[src/verilog/dphyTimingPkg.sv]
// Default lane timing in ppi cycles and the fixed HS and escape codes used by the lane and its bench
package dphyTimingPkg;

    // Power-up time in LP11 before the first Stop
    localparam logic [15:0] T_INIT = 16'd32;

    // One LP symbol during start-up and escape entry
    localparam logic [15:0] T_LPX = 16'd4;

    // HS start-up, LP00 then HS0
    localparam logic [15:0] T_HS_PREPARE = 16'd5;
    localparam logic [15:0] T_HS_ZERO = 16'd12;

    // HS end of burst
    localparam logic [15:0] T_HS_TRAIL = 16'd8;
    localparam logic [15:0] T_HS_EXIT = 16'd10;

    // Mark-1 time when leaving ULPS
    localparam logic [15:0] T_WAKEUP = 16'd50;

    // Half of one escape bit, the mark and the following LP00 each last this long
    localparam logic [15:0] ESC_HALF = 16'd2;

    // Codes, both sent LSB-first
    localparam logic [7:0] HS_SYNC = 8'hB8;
    localparam logic [7:0] ULPS_COMMAND = 8'h78;

    localparam int WORD_WIDTH_DEFAULT = 8;

endpackage

[src/verilog/dphyLaneTypesPkg.sv]
// Line symbols, lane FSM states and the PPI request bundle shared by the D-PHY lane design and its bench
package dphyLaneTypesPkg;

    // Symbols a single data lane can put on its two wires
    typedef enum logic [2:0]
    {
        LP00 = 3'd0,
        LP01 = 3'd1,
        LP10 = 3'd2,
        LP11 = 3'd3,
        HS0  = 3'd4,
        HS1  = 3'd5
    } lineState_t;

    // Spaced-one-hot escape marks
    localparam lineState_t MARK1 = LP10;
    localparam lineState_t MARK0 = LP01;

    // Lane FSM states
    typedef enum logic [3:0]
    {
        Off        = 4'd0,
        Init       = 4'd1,
        Stop       = 4'd2,
        HsStart    = 4'd3,
        HsZero     = 4'd4,
        HsData     = 4'd5,
        HsTrail    = 4'd6,
        HsExit     = 4'd7,
        EscEntry   = 4'd8,
        EscCommand = 4'd9,
        Ulps       = 4'd10,
        UlpsWake   = 4'd11
    } laneState_t;

    // Request bits from the protocol layer
    typedef struct packed
    {
        logic enable;
        logic txRequestHS;
        logic txRequestEsc;
        logic txUlpsEsc;
        logic txUlpsExit;
    } ppiTxReq_t;

endpackage
[src/verilog/dphyDataLaneTx.sv]
// D-PHY master data lane transmitter top; joins the PPI port, lane FSM and serializer and sets their timing
`timescale 1ns/1ps

module dphyDataLaneTx #(
    parameter int          WordWidth    = dphyTimingPkg::WORD_WIDTH_DEFAULT,
    parameter logic [15:0] T_INIT       = dphyTimingPkg::T_INIT,
    parameter logic [15:0] T_LPX        = dphyTimingPkg::T_LPX,
    parameter logic [15:0] T_HS_PREPARE = dphyTimingPkg::T_HS_PREPARE,
    parameter logic [15:0] T_HS_ZERO    = dphyTimingPkg::T_HS_ZERO,
    parameter logic [15:0] T_HS_TRAIL   = dphyTimingPkg::T_HS_TRAIL,
    parameter logic [15:0] T_HS_EXIT    = dphyTimingPkg::T_HS_EXIT,
    parameter logic [15:0] T_WAKEUP     = dphyTimingPkg::T_WAKEUP,
    parameter logic [15:0] ESC_HALF     = dphyTimingPkg::ESC_HALF
) (
    input  logic                        ppi,
    input  logic                        hs_clk,
    input  dphyLaneTypesPkg::ppiTxReq_t  ppiReq,
    input  logic [WordWidth-1:0]        txDataHS,
    output logic                        txReadyHS,
    output logic                        stopstate,
    output logic                        ulpsActiveNot,
    output dphyLaneTypesPkg::lineState_t line
);

    import dphyLaneTypesPkg::*;

    ppiTxReq_t            req;
    laneState_t           laneState;
    logic                 hsAccept;
    logic                 bufValid;
    logic [WordWidth-1:0] bufWord;
    logic                 wordTake;
    logic                 serialDone;

    ppiTxPort #(
        .WordWidth(WordWidth)
    ) txPort (
        .ppi(ppi),
        .hs_clk(hs_clk),
        .ppiReq(ppiReq),
        .txDataHS(txDataHS),
        .hsAccept(hsAccept),
        .wordTake(wordTake),
        .req(req),
        .txReadyHS(txReadyHS),
        .bufValid(bufValid),
        .bufWord(bufWord)
    );

    laneController #(
        .T_INIT(T_INIT),
        .T_LPX(T_LPX),
        .T_HS_PREPARE(T_HS_PREPARE),
        .T_HS_ZERO(T_HS_ZERO),
        .T_HS_TRAIL(T_HS_TRAIL),
        .T_HS_EXIT(T_HS_EXIT),
        .T_WAKEUP(T_WAKEUP)
    ) controller (
        .ppi(ppi),
        .hs_clk(hs_clk),
        .req(req),
        .bufValid(bufValid),
        .serialDone(serialDone),
        .laneState(laneState),
        .hsAccept(hsAccept),
        .stopstate(stopstate),
        .ulpsActiveNot(ulpsActiveNot)
    );

    laneSerializer #(
        .WordWidth(WordWidth),
        .T_LPX(T_LPX),
        .ESC_HALF(ESC_HALF)
    ) serializer (
        .ppi(ppi),
        .hs_clk(hs_clk),
        .laneState(laneState),
        .bufValid(bufValid),
        .bufWord(bufWord),
        .wordTake(wordTake),
        .serialDone(serialDone),
        .line(line)
    );

endmodule

[src/verilog/laneSerializer.sv]
// Lane output stage; shifts out sync, HS words and escape command bits and maps the FSM state to a line symbol
`timescale 1ns/1ps

module laneSerializer #(
    parameter int          WordWidth = dphyTimingPkg::WORD_WIDTH_DEFAULT,
    parameter logic [15:0] T_LPX     = dphyTimingPkg::T_LPX,
    parameter logic [15:0] ESC_HALF  = dphyTimingPkg::ESC_HALF
) (
    input  logic                        ppi,
    input  logic                        hs_clk,
    input  dphyLaneTypesPkg::laneState_t laneState,
    input  logic                        bufValid,
    input  logic [WordWidth-1:0]        bufWord,
    output logic                        wordTake,
    output logic                        serialDone,
    output dphyLaneTypesPkg::lineState_t line
);

    import dphyLaneTypesPkg::*;
    import dphyTimingPkg::*;

    localparam logic [15:0] LPX2 = 16'(2 * T_LPX);
    localparam logic [15:0] LPX3 = 16'(3 * T_LPX);
    localparam logic [4:0] WORD_BITS = 5'(WordWidth);

    logic [WordWidth-1:0] shiftReg;
    logic [4:0]           bitCnt;
    logic [15:0]          phaseCnt;
    logic [15:0]          halfCnt;
    logic                 spaceHalf;
    logic                 lastBit;
    logic                 hsBit;
    logic                 halfEnd;

    // Shifter empty or on its last bit, so the next word can follow without a gap
    assign wordTake = (laneState == HsData) && bufValid && (bitCnt <= 5'd1);

    // When starved the line repeats the last bit sent
    assign hsBit = (bitCnt != 5'd0) ? shiftReg[0] : lastBit;
    assign halfEnd = (halfCnt == ESC_HALF - 16'd1);

    always_comb
    begin
        case (laneState)
            HsData:     serialDone = (bitCnt <= 5'd1);
            EscCommand: serialDone = (bitCnt == 5'd0);
            default:    serialDone = 1'b0;
        endcase
    end

    always_comb
    begin
        case (laneState)
            HsStart:    line = (phaseCnt < T_LPX) ? LP01 : LP00;
            HsZero:     line = HS0;
            HsData:     line = hsBit ? HS1 : HS0;
            HsTrail:    line = lastBit ? HS0 : HS1;
            EscEntry:
            begin
                // LP10, LP00, LP01, LP00
                if (phaseCnt < T_LPX)
                    line = LP10;
                else if (phaseCnt < LPX2)
                    line = LP00;
                else if (phaseCnt < LPX3)
                    line = LP01;
                else
                    line = LP00;
            end
            EscCommand:
            begin
                if (bitCnt == 5'd0 || spaceHalf)
                    line = LP00;
                else
                    line = shiftReg[0] ? MARK1 : MARK0;
            end
            Ulps:       line = LP00;
            UlpsWake:   line = MARK1;
            default:    line = LP11;
        endcase
    end

    // Counters and bit history
    always_ff @(posedge ppi or negedge hs_clk)
    begin
        if (!hs_clk)
        begin
            bitCnt <= 5'd0;
            phaseCnt <= 16'd0;
            halfCnt <= 16'd0;
            spaceHalf <= 1'b0;
            lastBit <= 1'b0;
        end
        else
        begin
            case (laneState)
                HsStart:
                begin
                    phaseCnt <= phaseCnt + 16'd1;
                end
                HsZero:
                begin
                    // Sync byte queued behind the zero period
                    bitCnt <= 5'd8;
                    lastBit <= 1'b0;
                end
                HsData:
                begin
                    if (bitCnt != 5'd0)
                        lastBit <= shiftReg[0];
                    if (wordTake)
                        bitCnt <= WORD_BITS;
                    else if (bitCnt != 5'd0)
                        bitCnt <= bitCnt - 5'd1;
                end
                EscEntry:
                begin
                    phaseCnt <= phaseCnt + 16'd1;
                    bitCnt <= 5'd8;
                    halfCnt <= 16'd0;
                    spaceHalf <= 1'b0;
                end
                EscCommand:
                begin
                    if (bitCnt != 5'd0)
                    begin
                        if (halfEnd)
                        begin
                            halfCnt <= 16'd0;
                            spaceHalf <= !spaceHalf;
                            // A bit is over after its LP00 half
                            if (spaceHalf)
                                bitCnt <= bitCnt - 5'd1;
                        end
                        else
                        begin
                            halfCnt <= halfCnt + 16'd1;
                        end
                    end
                end
                default:
                begin
                    phaseCnt <= 16'd0;
                    bitCnt <= 5'd0;
                end
            endcase
        end
    end

    // Payload shifter
    always_ff @(posedge ppi)
    begin
        case (laneState)
            HsZero:
                shiftReg <= WordWidth'(HS_SYNC);
            HsData:
            begin
                if (wordTake)
                    shiftReg <= bufWord;
                else if (bitCnt != 5'd0)
                    shiftReg <= shiftReg >> 1;
            end
            EscEntry:
                shiftReg <= WordWidth'(ULPS_COMMAND);
            EscCommand:
            begin
                if (bitCnt != 5'd0 && halfEnd && spaceHalf)
                    shiftReg <= shiftReg >> 1;
            end
            default:
                shiftReg <= shiftReg;
        endcase
    end

endmodule

[src/verilog/laneController.sv]
// Lane FSM with its single down-counter; sequences init, HS bursts, ULPS entry and wake-up
`timescale 1ns/1ps

module laneController #(
    parameter logic [15:0] T_INIT       = dphyTimingPkg::T_INIT,
    parameter logic [15:0] T_LPX        = dphyTimingPkg::T_LPX,
    parameter logic [15:0] T_HS_PREPARE = dphyTimingPkg::T_HS_PREPARE,
    parameter logic [15:0] T_HS_ZERO    = dphyTimingPkg::T_HS_ZERO,
    parameter logic [15:0] T_HS_TRAIL   = dphyTimingPkg::T_HS_TRAIL,
    parameter logic [15:0] T_HS_EXIT    = dphyTimingPkg::T_HS_EXIT,
    parameter logic [15:0] T_WAKEUP     = dphyTimingPkg::T_WAKEUP
) (
    input  logic                        ppi,
    input  logic                        hs_clk,
    input  dphyLaneTypesPkg::ppiTxReq_t  req,
    input  logic                        bufValid,
    input  logic                        serialDone,
    output dphyLaneTypesPkg::laneState_t laneState,
    output logic                        hsAccept,
    output logic                        stopstate,
    output logic                        ulpsActiveNot
);

    import dphyLaneTypesPkg::*;

    laneState_t  nextState;
    logic [15:0] timer;
    logic        timeUp;

    // Cycles spent in a state; untimed states get one so the counter sits at zero
    function automatic logic [15:0] stateLength(input laneState_t s);
        logic [15:0] len;
        case (s)
            Init:     len = T_INIT;
            HsStart:  len = 16'(T_LPX + T_HS_PREPARE);
            HsZero:   len = T_HS_ZERO;
            HsTrail:  len = T_HS_TRAIL;
            HsExit:   len = T_HS_EXIT;
            EscEntry: len = 16'(4 * T_LPX);
            UlpsWake: len = T_WAKEUP;
            default:  len = 16'd1;
        endcase
        return len;
    endfunction

    assign timeUp = (timer == 16'd0);

    // The buffer may fill during HS0 so the first word is ready after sync
    assign hsAccept = (laneState == HsZero) || (laneState == HsData);
    assign stopstate = (laneState == Stop);

    always_comb
    begin
        nextState = laneState;
        if (!req.enable)
        begin
            // Shutdown wins from every state
            nextState = Off;
        end
        else
        begin
            case (laneState)
                Off:
                begin
                    nextState = Init;
                end
                Init:
                begin
                    if (timeUp)
                        nextState = Stop;
                end
                Stop:
                begin
                    if (req.txRequestHS)
                        nextState = HsStart;
                    else if (req.txRequestEsc && req.txUlpsEsc)
                        nextState = EscEntry;
                end
                HsStart:
                begin
                    if (timeUp)
                        nextState = HsZero;
                end
                HsZero:
                begin
                    if (timeUp)
                        nextState = HsData;
                end
                HsData:
                begin
                    // Host done, nothing buffered and the shifter on its last bit or idle
                    if (!req.txRequestHS && !bufValid && serialDone)
                        nextState = HsTrail;
                end
                HsTrail:
                begin
                    if (timeUp)
                        nextState = HsExit;
                end
                HsExit:
                begin
                    if (timeUp)
                        nextState = Stop;
                end
                EscEntry:
                begin
                    if (timeUp)
                        nextState = EscCommand;
                end
                EscCommand:
                begin
                    if (serialDone)
                        nextState = Ulps;
                end
                Ulps:
                begin
                    if (req.txUlpsExit)
                        nextState = UlpsWake;
                end
                UlpsWake:
                begin
                    // Hold mark-1 for the full wake-up, then wait for the host to let go
                    if (timeUp && !req.txRequestEsc)
                        nextState = Stop;
                end
                default:
                begin
                    nextState = Off;
                end
            endcase
        end
    end

    always_ff @(posedge ppi or negedge hs_clk)
    begin
        if (!hs_clk)
        begin
            laneState <= Off;
            timer <= 16'd0;
            ulpsActiveNot <= 1'b1;
        end
        else
        begin
            laneState <= nextState;
            if (nextState != laneState)
                timer <= stateLength(nextState) - 16'd1;
            else if (!timeUp)
                timer <= timer - 16'd1;
            // Lags the state by one cycle on entry to and exit from ULPS
            ulpsActiveNot <= (laneState != Ulps);
        end
    end

endmodule

[src/verilog/ppiTxPort.sv]
// PPI input stage of the lane; registers the requests and buffers one HS word behind the ready handshake
`timescale 1ns/1ps

module ppiTxPort #(
    parameter int WordWidth = dphyTimingPkg::WORD_WIDTH_DEFAULT
) (
    input  logic                       ppi,
    input  logic                       hs_clk,
    input  dphyLaneTypesPkg::ppiTxReq_t ppiReq,
    input  logic [WordWidth-1:0]       txDataHS,
    input  logic                       hsAccept,
    input  logic                       wordTake,
    output dphyLaneTypesPkg::ppiTxReq_t req,
    output logic                       txReadyHS,
    output logic                       bufValid,
    output logic [WordWidth-1:0]       bufWord
);

    logic wordIn;

    // Room for a word only while the controller has the data phase open
    assign txReadyHS = hsAccept && !bufValid;

    // Host word moves on the edge where request and ready meet
    assign wordIn = ppiReq.txRequestHS && txReadyHS;

    // Requests reach the controller one cycle late
    always_ff @(posedge ppi or negedge hs_clk)
    begin
        if (!hs_clk)
        begin
            req <= '0;
        end
        else
        begin
            req <= ppiReq;
        end
    end

    // Buffer occupancy
    always_ff @(posedge ppi or negedge hs_clk)
    begin
        if (!hs_clk)
        begin
            bufValid <= 1'b0;
        end
        else if (!hsAccept)
        begin
            // Leftover word is dropped when the burst closes or the lane shuts down
            bufValid <= 1'b0;
        end
        else if (wordIn)
        begin
            bufValid <= 1'b1;
        end
        else if (wordTake)
        begin
            bufValid <= 1'b0;
        end
    end

    // Word storage, refilled while the serializer shifts the previous word
    always_ff @(posedge ppi)
    begin
        if (wordIn)
        begin
            bufWord <= txDataHS;
        end
    end

endmodule

[config.mk]
export PLATFORM = sky130hd
export DESIGN_NAME = dphyDataLaneTx
export DESIGN_NICKNAME = d
export VERILOG_FILES = /design/src/verilog/dphyTimingPkg.sv /design/src/verilog/dphyLaneTypesPkg.sv /design/src/verilog/dphyDataLaneTx.sv /design/src/verilog/laneSerializer.sv /design/src/verilog/laneController.sv /design/src/verilog/ppiTxPort.sv
export SDC_FILE = /design/constraint.sdc
export NUM_CORES = 1
export LEC_CHECK = 0
export BUFFER_PORTS_ARGS = -buffer_cell sky130_fd_sc_hd__buf_2
export CAP_MARGIN = 15
export CORE_UTILIZATION = 35
export DETAILED_ROUTE_END_ITERATION = 10
export PLACE_DENSITY = 0.53
export SYNTH_ARGS = -nofsm -noshare
export SYNTH_HDL_FRONTEND = slang
export SYNTH_HIERARCHICAL = 1
export SYNTH_SLANG_ARGS = --single-unit
[constraint.sdc]
create_clock -name ppi -period 4.2 [get_ports ppi]
set_clock_uncertainty 0.2 [all_clocks]
set_input_delay 0.63 -clock ppi [delete_from_list [all_inputs] [get_ports ppi]]
set_output_delay 0.63 -clock ppi [all_outputs]
set_load 0.03 [all_outputs]
Word level (Yosys, flattened, before mapping) --
Cells that the tools add are included.
Operators by class: $lt $le $gt $ge 4, bitwise logic cells 1, add/subtract/negate cells 5, reductions and logical operators 31, multiplexer cells 49, equality and inequality tests 28
Operators with widths (count):
- $mux W16 | 5
- $pmux W16 S2 | 2
- $mux W4 | 12
- $pmux W4 S11 | 1
- $pmux W6 S7 | 1
- $add A16 B1 Y16 const B | 2
- $lt A16 B4 Y1 const B | 2
- $pmux W8 S4 | 1
- $sub A16 B1 Y16 const B | 2
- $eq A4 B3 Y1 const B | 7
- $mux W5 | 5
- $eq A4 B4 Y1 const B | 6
- $mux W8 | 3
- $pmux W3 S8 | 1
- $pmux W5 S4 | 1
- $eq A16 B1 Y1 const B | 1
- $logic_not A16 Y1 | 1
- $lt A16 B3 Y1 const B | 1
- $eq A4 B2 Y1 const B | 3
- $logic_and A1 B1 Y1 | 10
- $mux W1 | 10
- $mux W3 | 3
- $eq A4 B1 Y1 const B | 2
- $ne A2 B1 Y1 const B | 4
- 22 further kinds | 32
Word-level totals: flip-flop bits (word level) 82, output and inout bits 6, input port bits 15, logic and storage cells 134

Longest topological paths before layout --
Gate-level depths: netlist of run 1.
depth in word-level cells 11, gate-level depth with buffers 20, mapped depth without buffers 19

Hierarchy --
The synthesis of run 1 kept the hierarchy.
Modules (own cells, without submodules):
- laneSerializer | cells an instance 315, area an instance 2929.1 µm², seq. area each 1216.2 µm², instances 1
- laneController | cells an instance 196, area an instance 1630.3 µm², seq. area each 526.8 µm², instances 1
- ppiTxPort | cells an instance 19, area an instance 426.7 µm², seq. area each 390.4 µm², instances 1

Least setup slack after synthesis of run 1 --
No wires, ideal clock.
path kind register to register, start point reg controller.timer[7], end point reg controller.timer[12], setup slack -0.157 ns, arrival time 4.035 ns, required time 3.878 ns, cell stages (with the launch flop) 18, buffers on the path 4, period minus slack after synthesis 4.357 ns, setup time 0.122 ns, path through dfrtp_1 -> or4_1 -> buf_2 -> or4_1 -> buf_2 -> or2_4 -> o211ai_1 -> buf_2 -> nand2_1 -> a2111o_1 -> a2bb2oi_1 -> inv_1 -> ha_1 -> a21boi_0 -> o31a_1 -> and3_1 -> buf_4 -> a32o_1
Between the ends: word-level cells in the longest chain between the ends 10, elaborated cells between the ends (all ways) 25, classes of those cells add/sub (2); eq/ne (9); mux (12); reduce/logical (2)
RTL lines:
- start: declaration | line laneController.sv:27 | logic [15:0] timer;
- start signal: assignment | line laneController.sv:146 | timer <= stateLength(nextState) - 16'd1;
- start signal: assignment | line laneController.sv:148 | timer <= timer - 16'd1;
- $logic_not A16 Y1 | line laneController.sv:46 | assign timeUp = (timer == 16'd0);
- $logic_and A1 B1 Y1 | line laneController.sv:123 | if (timeUp && !req.txRequestEsc)
- $mux W4 | line laneController.sv:123
- $pmux W4 S11 | line laneController.sv:62 | case (laneState)
- $mux W4 | line laneController.sv:55 | if (!req.enable)
- $eq A4 B4 Y1, or another cell as far along | line laneController.sv:33 | case (s)
- $pmux W6 S7 | line laneController.sv:33
- $mux W16 | line laneController.sv:145 | if (nextState != laneState)
- $sub A16 B1 Y16 | line laneController.sv:146
- $mux W16 | line laneController.sv:145
Several ways; a longest one is shown, not always the timed one. The select of a mux whose other input is x is not followed. A chain may end at the register's enable or synchronous reset.

Worst setup path in the final report of run 1 --
start point reg controller.timer[8], end point reg controller.timer[12]
Between the ends: word-level cells in the longest chain between the ends 10, elaborated cells between the ends (all ways) 25, classes of those cells add/sub (2); eq/ne (9); mux (12); reduce/logical (2)
RTL lines:
- $logic_not A16 Y1 (*) | line laneController.sv:46
- $logic_and A1 B1 Y1 | line laneController.sv:123
- $mux W4 | line laneController.sv:123
- $pmux W4 S11 (*) | line laneController.sv:62
- $mux W4 (*) | line laneController.sv:55
- net controller.nextState[3] | line laneController.sv:26 | laneState_t nextState;
- $eq A4 B4 Y1, or another cell as far along | line laneController.sv:33
- $pmux W6 S7 | line laneController.sv:33
- $mux W16 | line laneController.sv:145
- $sub A16 B1 Y16 | line laneController.sv:146
- $mux W16 | line laneController.sv:145
Mark *: on every way through the listed nets, which the timed path passes. The rest lies on a longest branch. The select of a mux whose other input is x is not followed.

==> results.cfg, run 1 <==
[yosys]
synth_top_family_by_area = simple AND/OR/NAND/NOR gates
synthDistinctLibCells = 87
adder_cell_area_share_of_the_yosys_netlist = 0.01757
syn-instance-count = 530
synthesis.nets = 552
seq_area_frac_synth = 0.4279
synth_area_per_cell_um2 = 9.408
post_synth_mux_area_share = 0.01054
post_synthesis_instance_area_um2 = 4986
synth-edff-count = 16
synth_async_sr_flop_share = 0.8049
post_synth_and_or_nand_nor_area_fraction = 0.2474
synth.ff_latch_count = 82
synthXorXnorAreaFrac = 0.04040
synth_compound_area_frac = 0.2153
ys.flop_type = sky130_fd_sc_hd__dfrtp_1
synth-warning-count = 6

[floorplanning]
die_area_um2 = 14730
floorplan.initialDensity = 0.3592
io-pin-count = 21
chipHeight_um = 121.4
die_w_um = 121.4
core_area_um2 = 13880
floorplan.rows = 43

[global_routing]
grtUsageTotal = 0.1844
grt.overflow.total = 0
first_global_vias = 4173
pin_count_of_the_biggest_net_entering_global_routing = 39
grt_antenna_before_repair = 0
grt_pass1_wl_um = 21350

[place]
dpl.cell_count = 747
port_buffers = 20
dp_hpwl_um = 8737
detailed_place.area_um2 = 5527
finalWeightedCongestion = 0.8478

[clocking]
holdBufCountCts = 0
tritoncts = built
tritoncts_num_sinks = 82
htree_num_levels = 3
root_buffer = sky130_fd_sc_hd__clkbuf_16
cts_max_path_buffers = 2
clk_pin_slew_worst_paths_ps = 70
source_to_sink_clock_delay_at_the_later_pin_of_the_worst_skew_pair_ps = 350
tritoncts.num_buffers = 9

[detailed_routing]
drtAntennaViolNets = 0
routed-via-count = 4296
drt_iter0_markers = 345
wl_per_cell_um = 16.19
count_of_unresolved_drc_violations_after_routing = 0
number_of_iterations_in_the_first_detailed_routing_pass = 5
viasPerCell = 5.579
route.final.wire_length_um = 12470

[power_and_ir_drop]
static-leakage-power_nw = 2.418
fin_total_pwr_mw = 2.347
vdd_drop_max_v = 0.0003177
areal_power_density_over_the_cells_nw_per_um2 = 395.6

[final_layout]
stdcell_area_um2 = 5932
ff_latch_area_um2 = 2133
layout-drive-gt1-share = 0.2237
multi_input_area_um2 = 2729
area.growth.synth_to_final_pct = 18.97
final_common_cell = sky130_fd_sc_hd__dfrtp_1
final_cell_mix = 65 x sky130_fd_sc_hd__dfrtp_1, 51 x sky130_fd_sc_hd__buf_4, 47 x sky130_fd_sc_hd__nand2_1
num-nets-final = 607
fill_cells = 1355
utilization = 0.4273
diodes = 0
non_filler_instance_count_after_layout = 770

[outcome]
status = completed

[worst_setup_path]
critical_path_arrival_ps = 4160
cp-start-kind = flop
critical_path_fanouts_max = 5
regToRegSetupSlack_ps = 80
setup.worst_path.end_class = flop
worstSetupPathType = flop to flop
cp.required_ps = 4240

[timing]
final-hold-violation-count = 0
min_period_over_period = 0.9807
clock.fmax_ghz = 0.2428
finalCriticalPeriod_ps = 4119
timing.final.setup_violations = 0
worst_pin_slew_ps = 897.2
worst_slew_margin_rel = 0.3997
unrepaired_setup_endpoints_after_global_routing = true
finalMaxSlewViolations = 0

[min_path]
min_path_type = primary input to async pin

[job]
maxCapViolations = 0
[logic make-up (layout without fill, tap and decap cells)]
group | Yosys count | after routing
multiplexers | 5 | 5
buffers and inverters | 45 | 105
XOR/XNOR | 23 | 23
adder cells (fa/ha/maj) | 7 | 7
AO/OA/AOI/OAI | 146 | 146
AND/OR/NAND/NOR | 222 | 222
flip-flops | 82 | 82
[final cells by class]
class / count / share of cell area
Clock buffer: 10 / 0.03860
Clock inverter: 6 / 0.01097
Inverter: 18 / 0.01139
Multi-Input combinational cell: 403 / 0.4600
Sequential cell: 82 / 0.3596
Tap cell: 180 / 0.03797
Timing Repair Buffer: 71 / 0.08142
[cell usage after synthesis (4+ instances only)]
| library cell | count | area (um2) |
|---|---|---|
| sky130_fd_sc_hd__a21boi_0 | 4 | 30.03 |
| sky130_fd_sc_hd__a21o_1 | 7 | 52.55 |
| sky130_fd_sc_hd__a21oi_1 | 28 | 140.1 |
| sky130_fd_sc_hd__a221o_1 | 5 | 50.05 |
| sky130_fd_sc_hd__a22o_1 | 5 | 43.79 |
| sky130_fd_sc_hd__a31oi_1 | 4 | 25.02 |
| sky130_fd_sc_hd__and2_1 | 4 | 25.02 |
| sky130_fd_sc_hd__and3_1 | 7 | 43.79 |
| sky130_fd_sc_hd__buf_2 | 10 | 50.05 |
| sky130_fd_sc_hd__clkbuf_1 | 12 | 45.04 |
| sky130_fd_sc_hd__dfrtp_1 | 65 | 1627 |
| sky130_fd_sc_hd__edfxtp_1 | 16 | 480.5 |
| sky130_fd_sc_hd__ha_1 | 7 | 87.58 |
| sky130_fd_sc_hd__inv_1 | 17 | 63.81 |
| sky130_fd_sc_hd__nand2_1 | 47 | 176.4 |
| sky130_fd_sc_hd__nand2b_1 | 11 | 68.82 |
| sky130_fd_sc_hd__nand3_1 | 12 | 60.06 |
| sky130_fd_sc_hd__nand4_1 | 15 | 93.84 |
| sky130_fd_sc_hd__nor2_1 | 44 | 165.2 |
| sky130_fd_sc_hd__nor2b_1 | 7 | 43.79 |
| sky130_fd_sc_hd__nor3_1 | 21 | 105.1 |
| sky130_fd_sc_hd__nor4_1 | 8 | 50.05 |
| sky130_fd_sc_hd__o211ai_1 | 9 | 67.56 |
| sky130_fd_sc_hd__o21ai_0 | 25 | 125.1 |
| sky130_fd_sc_hd__o31ai_1 | 13 | 97.59 |
| sky130_fd_sc_hd__o41ai_1 | 4 | 35.03 |
| sky130_fd_sc_hd__or3_1 | 7 | 43.79 |
| sky130_fd_sc_hd__or4_1 | 6 | 45.04 |
| sky130_fd_sc_hd__xnor2_1 | 13 | 113.9 |
| sky130_fd_sc_hd__xor2_1 | 10 | 87.58 |
[critical path: stages, from the launching register on]
cell and delay, ps:
sky130_fd_sc_hd__dfrtp_1 380, sky130_fd_sc_hd__or4_4 530, sky130_fd_sc_hd__or4_4 470, sky130_fd_sc_hd__or2_4 310
sky130_fd_sc_hd__o31ai_4 270, sky130_fd_sc_hd__inv_2 100, sky130_fd_sc_hd__and3_4 200, sky130_fd_sc_hd__a2111o_1 390
sky130_fd_sc_hd__a2bb2oi_2 150, sky130_fd_sc_hd__inv_1 60, sky130_fd_sc_hd__ha_2 170, sky130_fd_sc_hd__a21boi_4 140
sky130_fd_sc_hd__o31a_1 170, sky130_fd_sc_hd__and3_2 270, sky130_fd_sc_hd__a32o_1 210
[layer usage]
layer | vias up | GRT usage | part of all wire
li1 | 2089 | - | -
met1 | 2112 | 0.2405 | 0.47
met2 | 82 | 0.2997 | 0.48
met3 | 13 | 0.04041 | 0.040
met4 | 0 | 0.06327 | 0.013
met5 | - | 0 | 0
[timing repair]
item,4_1_cts,5_1_grt
setup endpoints to repair,4,6
buffers inserted,0,7
resized for setup,3,11
pin swaps,0,11
endpoints found under the hold margin,0,0
cloned,0,0
[final timing paths]
path	endpoint	cells past startpoint	from
worst max-delay path	controller/timer[12]$_DFFE_PN0P_	14	controller/timer[8]$_DFFE_PN0P_
worst min-delay path	serializer/phaseCnt[0]$_DFFE_PN0N_	1	hs_clk
worst max register to register	controller/timer[12]$_DFFE_PN0P_	14	controller/timer[8]$_DFFE_PN0P_
worst min register to register	controller/timer[9]$_DFFE_PN0P_	1	controller/timer[9]$_DFFE_PN0P_
max in group asynchronous	controller/laneState[0]$_DFF_PN0_	2	hs_clk
min in group ppi	txPort/req[0]$_DFF_PN0_	1	ppiReq[0]
[flip-flops by register name, indices dropped and copies added (netlist names)]
signal and cells:
controller/laneState 4, serializer/spaceHalf 1, txPort/req 5, serializer/lastBit 1, serializer/shiftReg 8, serializer/phaseCnt 16, serializer/halfCnt 16, controller/timer 16
txPort/bufWord 8, controller/ulpsActiveNot 1, serializer/bitCnt 5, txPort/bufValid 1
[power by group]
| part | leakage (nW) | switching (mW) | internal (mW) | total, mW |
|---|---|---|---|---|
| clock | 0.144 | 0.332 | 0.462 | 0.794 |
| combinational | 1.22 | 0.337 | 0.299 | 0.636 |
| sequential | 1.05 | 0.0519 | 0.866 | 0.918 |
[metrics by stage]
step	TNS, ps	hold WS, ps	setup WS (ps)
after floorplan	-199.1	134.4	-73.51
after global placement	0	277.6	78.36
after detailed placement	-40.73	279.4	-39.79
after CTS	0	166.5	28.75
after global routing	-174.2	165.7	-51.38
final	0	131.8	81.11
No activity file was read; power rests on OpenSTA's default activity.
==> run 2: changes to the inputs <==
- SYNTH_HIERARCHICAL: 1 -> unset
==> run 2 against run 1 <==
Effect of this change:
- non-clock buffer count fell by 39
- via count decreased by 13%
- routed wire length shrank 15%
- power up 1.3%
- die area shrank 6.3%
- register-to-register slack better by 250 ps
- sequential power rose by 6.0%
- critical path type unchanged
==> results.cfg, run 2 <==
[worst_setup_path]
rr_startpoint = controller.timer[5]$_DFFE_PN0P_
critical_path_arrival_ps = 3900
worstSetupPathType = flop to flop
critical_path_fanouts_max = 13
startpoint = controller.timer[5]$_DFFE_PN0P_
cp-start-kind = flop
max_stage_delay_ps = 510
worst_path_most_repeated_cell = sky130_fd_sc_hd__a31o_2
worstPathCellList = nor4_4 > and2_1 > nand2_4 > o311a_1 > a31o_2 > o22ai_1 > a31o_2 > ha_1 > inv_1 > or3_1 > o41ai_1 > a21o_1 > nand2_1
setup.worst_path.end_class = flop
cp.required_ps = 4230
crit_slowest_cell = sky130_fd_sc_hd__o311a_1

[clocking]
cts_max_path_buffers = 2
root_buffer = sky130_fd_sc_hd__clkbuf_16
tritoncts = built
clk_pin_slew_worst_paths_ps = 70
holdBufCountCts = 0
source_to_sink_clock_delay_at_the_later_pin_of_the_worst_skew_pair_ps = 350
tritoncts.num_buffers = 9
tritoncts_num_sinks = 82
htree_num_levels = 3

[yosys]
synthDistinctLibCells = 72
synth-warning-count = 0
seq_area_frac_synth = 0.4571
synth.ff_latch_count = 82
post-synth-top-area-cell = sky130_fd_sc_hd__dfrtp_1
most_instantiated_cells_after_synthesis = 65 x sky130_fd_sc_hd__dfrtp_1, 53 x sky130_fd_sc_hd__nor2_1, 50 x sky130_fd_sc_hd__nand2_1, 46 x sky130_fd_sc_hd__o21ai_0, 24 x sky130_fd_sc_hd__a21oi_1
synth_top_area_share = 0.3485
ys.flop_type = sky130_fd_sc_hd__dfrtp_1
ys_top_cells_by_area = sky130_fd_sc_hd__dfrtp_1 35%, sky130_fd_sc_hd__edfxtp_1 10%, sky130_fd_sc_hd__o21ai_0 4.9%
synth_async_sr_flop_share = 0.8049
synth-edff-count = 16
most_common_cell_in_the_netlist = sky130_fd_sc_hd__dfrtp_1
synthesis.nets = 526
synth_area_per_cell_um2 = 9.260
syn-instance-count = 504
post_synthesis_instance_area_um2 = 4667

[final_layout]
fill_cells = 1278
num-nets-final = 545
ff_latch_area_um2 = 2133
stdcell_area_um2 = 5303
final_cell_mix = 65 x sky130_fd_sc_hd__dfrtp_1, 53 x sky130_fd_sc_hd__nor2_1, 50 x sky130_fd_sc_hd__nand2_1
final_common_cell = sky130_fd_sc_hd__dfrtp_1
utilization = 0.4135
layout-drive-gt1-share = 0.1364
area.growth.synth_to_final_pct = 13.62
diodes = 0
top_regs = controller.timer (16), serializer.halfCnt (16), serializer.phaseCnt (16)
multi_input_area_um2 = 2375

[detailed_routing]
route.final.wire_length_um = 10580
number_of_iterations_in_the_first_detailed_routing_pass = 4
count_of_unresolved_drc_violations_after_routing = 0
drtAntennaViolNets = 0
viasPerCell = 5.333
routed-via-count = 3733
drt_iter0_markers = 209
wl_per_cell_um = 15.11

[global_routing]
pin_count_of_the_biggest_net_entering_global_routing = 38
grtUsageTotal = 0.1626
first_global_vias = 3588
grt.overflow.total = 0
grt_antenna_before_repair = 0
grt_pass1_wl_um = 17930

[place]
port_buffers = 20
detailed_place.area_um2 = 4949
finalWeightedCongestion = 0.8640
dp_hpwl_um = 7590

[power_and_ir_drop]
vdd_drop_max_v = 0.0002418
areal_power_density_over_the_cells_nw_per_um2 = 448.5
static-leakage-power_nw = 2.175

[floorplanning]
die_w_um = 117.5
io-pin-count = 21
core_area_um2 = 12820
floorplan.initialDensity = 0.3639
die_area_um2 = 13800
chipHeight_um = 117.5
floorplan.rows = 41

[timing]
clock.fmax_ghz = 0.2582
timing.final.setup_violations = 0
finalMaxSlewViolations = 0
min_period_over_period = 0.9222
final-hold-violation-count = 0
unrepaired_setup_endpoints_after_global_routing = false
worst_pin_slew_ps = 1154
worst_slew_margin_rel = 0.2308
accumulated_negative_setup_slack_ps = 0
finalCriticalPeriod_ps = 3873
hold_slack_ps = 119.9

[min_path]
min_path_type = primary input to async pin

[job]
maxCapViolations = 0

[outcome]
status = completed
run 2: final cells by class:
type                       count  area share
multi-input combinational    385      0.4479
inverter                      13    0.009202
tap                          172     0.04059
clock inverter                 7     0.02171
clock buffer                   9     0.04247
timing repair buffer          32     0.03587
sequential                    82      0.4023
run 2: report_power, final:
group	switching (mW)	internal (mW)	leakage [nW]	total, mW
Clock	0.335	0.581	0.166	0.916
Combinational	0.280	0.209	0.963	0.488
Sequential	0.0950	0.878	1.05	0.973
run 2: kinds of logic (layout without fill, tap and decap cells):
family          count (synthesis)  count (layout)  share of synthesized area
fa+ha+maj                       7               7                    0.01877
mux                             6               6                    0.01421
flops                          82              82                     0.4571
simple gates                  221             221                     0.2504
xor+xnor                       27              27                    0.05067
compound gates                124             124                     0.1735
buf+inv                        37              61                    0.03539
run 2: path summary, 6_finish.rpt:
kind                                                      to  slack, ps  cells past startpoint
setup / recovery             controller.timer[6]$_DFFE_PN0P_        330                     13
hold / removal             serializer.halfCnt[5]$_DFFE_PN0P_        120                      1
setup reg to reg             controller.timer[6]$_DFFE_PN0P_        330                     13
hold reg to reg            serializer.halfCnt[4]$_DFFE_PN0P_        330                      1
max in group asynchronous   controller.timer[15]$_DFFE_PN0P_       2710                      2
min in group ppi                     txPort.req[4]$_DFF_PN0_        180                      1
run 2: timing repair:
| action | 4_1_cts | 5_1_grt |
|---|---|---|
| gates resized for setup | 0 | 1 |
| setup endpoints to repair | 0 | 1 |
| setup buffers | 0 | 0 |
run 2: layer usage:
layer,routed length (um),vias up,global-route usage
met5,0,-,0
met4,198,0,0.06090
met3,409,16,0.03731
met2,4458,63,0.2341
met1,5512,1775,0.2358
li1,-,1879,-
run 2: through the flow:
step	power (mW)	setup WS [ps]	instances
finish	2.378	326.8	700
global route	2.519	50.63	700
CTS	2.398	323.7	699
detailed placement	1.470	382.7	683
global placement	1.464	452.6	683
floorplan	1.387	483.7	504
run 2: worst max-delay path, delay by kind of cell, from the launching register on:
| family | cells | cell delay [ps] |
|---|---|---|
| simple gates | 5 | 1230 |
| compound gates | 6 | 1590 |
| fa+ha+maj | 1 | 180 |
| buf+inv | 1 | 100 |
| flops | 1 | 430 |
==> run 3: changes to the inputs <==
- BUFFER_PORTS_ARGS: -buffer_cell sky130_fd_sc_hd__buf_2 -> unset
- DONT_BUFFER_PORTS: unset -> 1
- GPL_TIMING_DRIVEN: unset -> 0
- PLACE_DENSITY: 0.53 -> 0.5
- clock period: 4.2 -> 4.8 ns (I/O delays scaled with it)
==> run 3 against run 2 <==
Effect of this change:
- cell area shrank 2.1%
- power shrank 19%
- flip-flop and latch count is the same
- combinational power decreased by 4.5%
- sequential power shrank 13%
- die area stayed put
- core utilization down 0.87 points
- first-iteration DRC count is 42% higher
- register-to-register slack better by 100 ps
- maximum frequency down 11%
- sequential share of layout area rose by 0.86 points
- critical path type unchanged
==> results.cfg, run 3 (synthesis gave the netlist of run 2 again) <==
[outcome]
status = completed

[timing]
unrepaired_setup_endpoints_after_global_routing = false
accumulated_negative_setup_slack_ps = 0
finalMaxSlewViolations = 0
finalCriticalPeriod_ps = 4371
final-hold-violation-count = 0
clock.fmax_ghz = 0.2288
timing.final.setup_violations = 0
worst_pin_slew_ps = 1050
min_period_over_period = 0.9107
worst_slew_margin_rel = 0.2944
hold_slack_ps = 51.95

[place]
finalWeightedCongestion = 0.8449
dp_hpwl_um = 7628
port_buffers = 0

[worst_setup_path]
rr_startpoint = controller.laneState[1]$_DFF_PN0_
worst_path_most_repeated_cell = sky130_fd_sc_hd__buf_2
setup.worst_path.end_class = flop
critical_path_arrival_ps = 4400
worstPathCellList = buf_2 > nor3b_1 > a21oi_1 > or4_1 > o311ai_1 > or4_1 > buf_2 > buf_2 > mux2i_1 > ha_1 > clkbuf_1 > inv_1 > or3_1 > o41ai_1 > a21o_1 > nand2_1
cp-start-kind = flop
max_stage_delay_ps = 550
crit_slowest_cell = sky130_fd_sc_hd__nor3b_1
reg2reg_depth = 16
critical_path_fanouts_max = 10
regToRegEndpoint = controller.timer[6]$_DFFE_PN0P_
cp.required_ps = 4830
regToRegSetupSlack_ps = 430
critPathBufInv = 5
worstSetupPathType = flop to flop
crit_family = simple AND/OR/NAND/NOR gates

[detailed_routing]
drtAntennaViolNets = 0
wl_per_cell_um = 15.48
routed-wl-met3_um = 448
drt_iter0_markers = 297
route.final.wire_length_um = 10760
count_of_unresolved_drc_violations_after_routing = 0
topRoutingLayerUsed = met4
viasPerCell = 5.422
metal1_wirelength_um = 5301
routed-via-count = 3768
number_of_iterations_in_the_first_detailed_routing_pass = 5
detailroute.wirelength.met2_um = 4852

[final_layout]
fill_cells = 1288
final_cell_mix = 65 x sky130_fd_sc_hd__dfrtp_1, 53 x sky130_fd_sc_hd__nor2_1, 50 x sky130_fd_sc_hd__nand2_1
utilization = 0.4048
num-nets-final = 540
top_regs = controller.timer (16), serializer.halfCnt (16), serializer.phaseCnt (16)
final_common_cell = sky130_fd_sc_hd__dfrtp_1
layout-drive-gt1-share = 0.1013
area.growth.synth_to_final_pct = 11.23
diodes = 0

[job]
maxCapViolations = 0

[floorplanning]
floorplan.initialDensity = 0.3639
chipHeight_um = 117.5
io-pin-count = 21
floorplan.rows = 41
core_area_um2 = 12820
die_area_um2 = 13800
die_w_um = 117.5

[global_routing]
grt.overflow.total = 0
first_global_vias = 3646
grtUsageTotal = 0.1677
grt_pass1_wl_um = 18480
pin_count_of_the_biggest_net_entering_global_routing = 66
grt_antenna_before_repair = 0

[clocking]
source_to_sink_clock_delay_at_the_later_pin_of_the_worst_skew_pair_ps = 340
tritoncts = built
tritoncts.num_buffers = 9
tritoncts_num_sinks = 82
clk_pin_slew_worst_paths_ps = 60
ctsResizeCount = 0
htree_num_levels = 3
cts_max_path_buffers = 2
root_buffer = sky130_fd_sc_hd__clkbuf_16

[min_path]
min_path_type = primary input to async pin

[power_and_ir_drop]
static-leakage-power_nw = 2.092
areal_power_density_over_the_cells_nw_per_um2 = 372.4
vdd_drop_max_v = 0.0002622
==> run 3: cell type report <==
class,count,area (um2),area share
Clock buffer,11,232.7,0.04483
Timing Repair Buffer,3,45.04,0.008677
Sequential cell,82,2133,0.4109
Tap cell,172,215.2,0.04146
Inverter,13,48.80,0.009400
Clock inverter,5,31.28,0.006026
Multi-Input combinational cell,385,2369,0.4563
Buffer,24,116.4,0.02242
==> run 3: repair_timing <==
| action | CTS | global route |
|---|---|---|
| hold buffers | 1 | 1 |
| buffers inserted | 0 | 0 |
| endpoints found under the hold margin | 65 | 1 |
==> run 3: worst max-delay path by stage <==
stage | start | end | slack, ps | cells past startpoint
after floorplan | controller.timer[10]$_DFFE_PN0P_ | controller.timer[6]$_DFFE_PN0P_ | 1080 | 15
after global placement | controller.timer[10]$_DFFE_PN0P_ | controller.timer[6]$_DFFE_PN0P_ | 460 | 15
after detailed placement | controller.timer[10]$_DFFE_PN0P_ | controller.timer[6]$_DFFE_PN0P_ | 470 | 15
after CTS | controller.timer[10]$_DFFE_PN0P_ | controller.timer[6]$_DFFE_PN0P_ | 440 | 15
after global routing | controller.laneState[1]$_DFF_PN0_ | controller.timer[6]$_DFFE_PN0P_ | 80 | 16
final | controller.laneState[1]$_DFF_PN0_ | controller.timer[6]$_DFFE_PN0P_ | 430 | 16
==> run 3: stage by stage <==
step | cell area (um2) | power, mW | setup WS (ps) | std cells
after floorplan | 4667 | 1.213 | 1084 | 504
after global placement | 4882 | 1.308 | 456.3 | 676
after detailed placement | 4882 | 1.311 | 474.2 | 676
after CTS | 5174 | 1.962 | 435.9 | 693
after global routing | 5191 | 2.052 | 75.91 | 695
final | 5191 | 1.933 | 428.8 | 695
==> run 3: metal layers <==
layer  GRT usage  vias up
met5           0        -
met4     0.05529        0
met3     0.03924       12
met2      0.2559       79
met1      0.2333     1814
li1            -     1863
==> run 3: power by group <==
part           switching (mW)  leakage [nW]  internal, mW
logic                   0.265         0.916         0.201
clock network           0.271         0.129         0.348
registers              0.0789          1.05         0.769
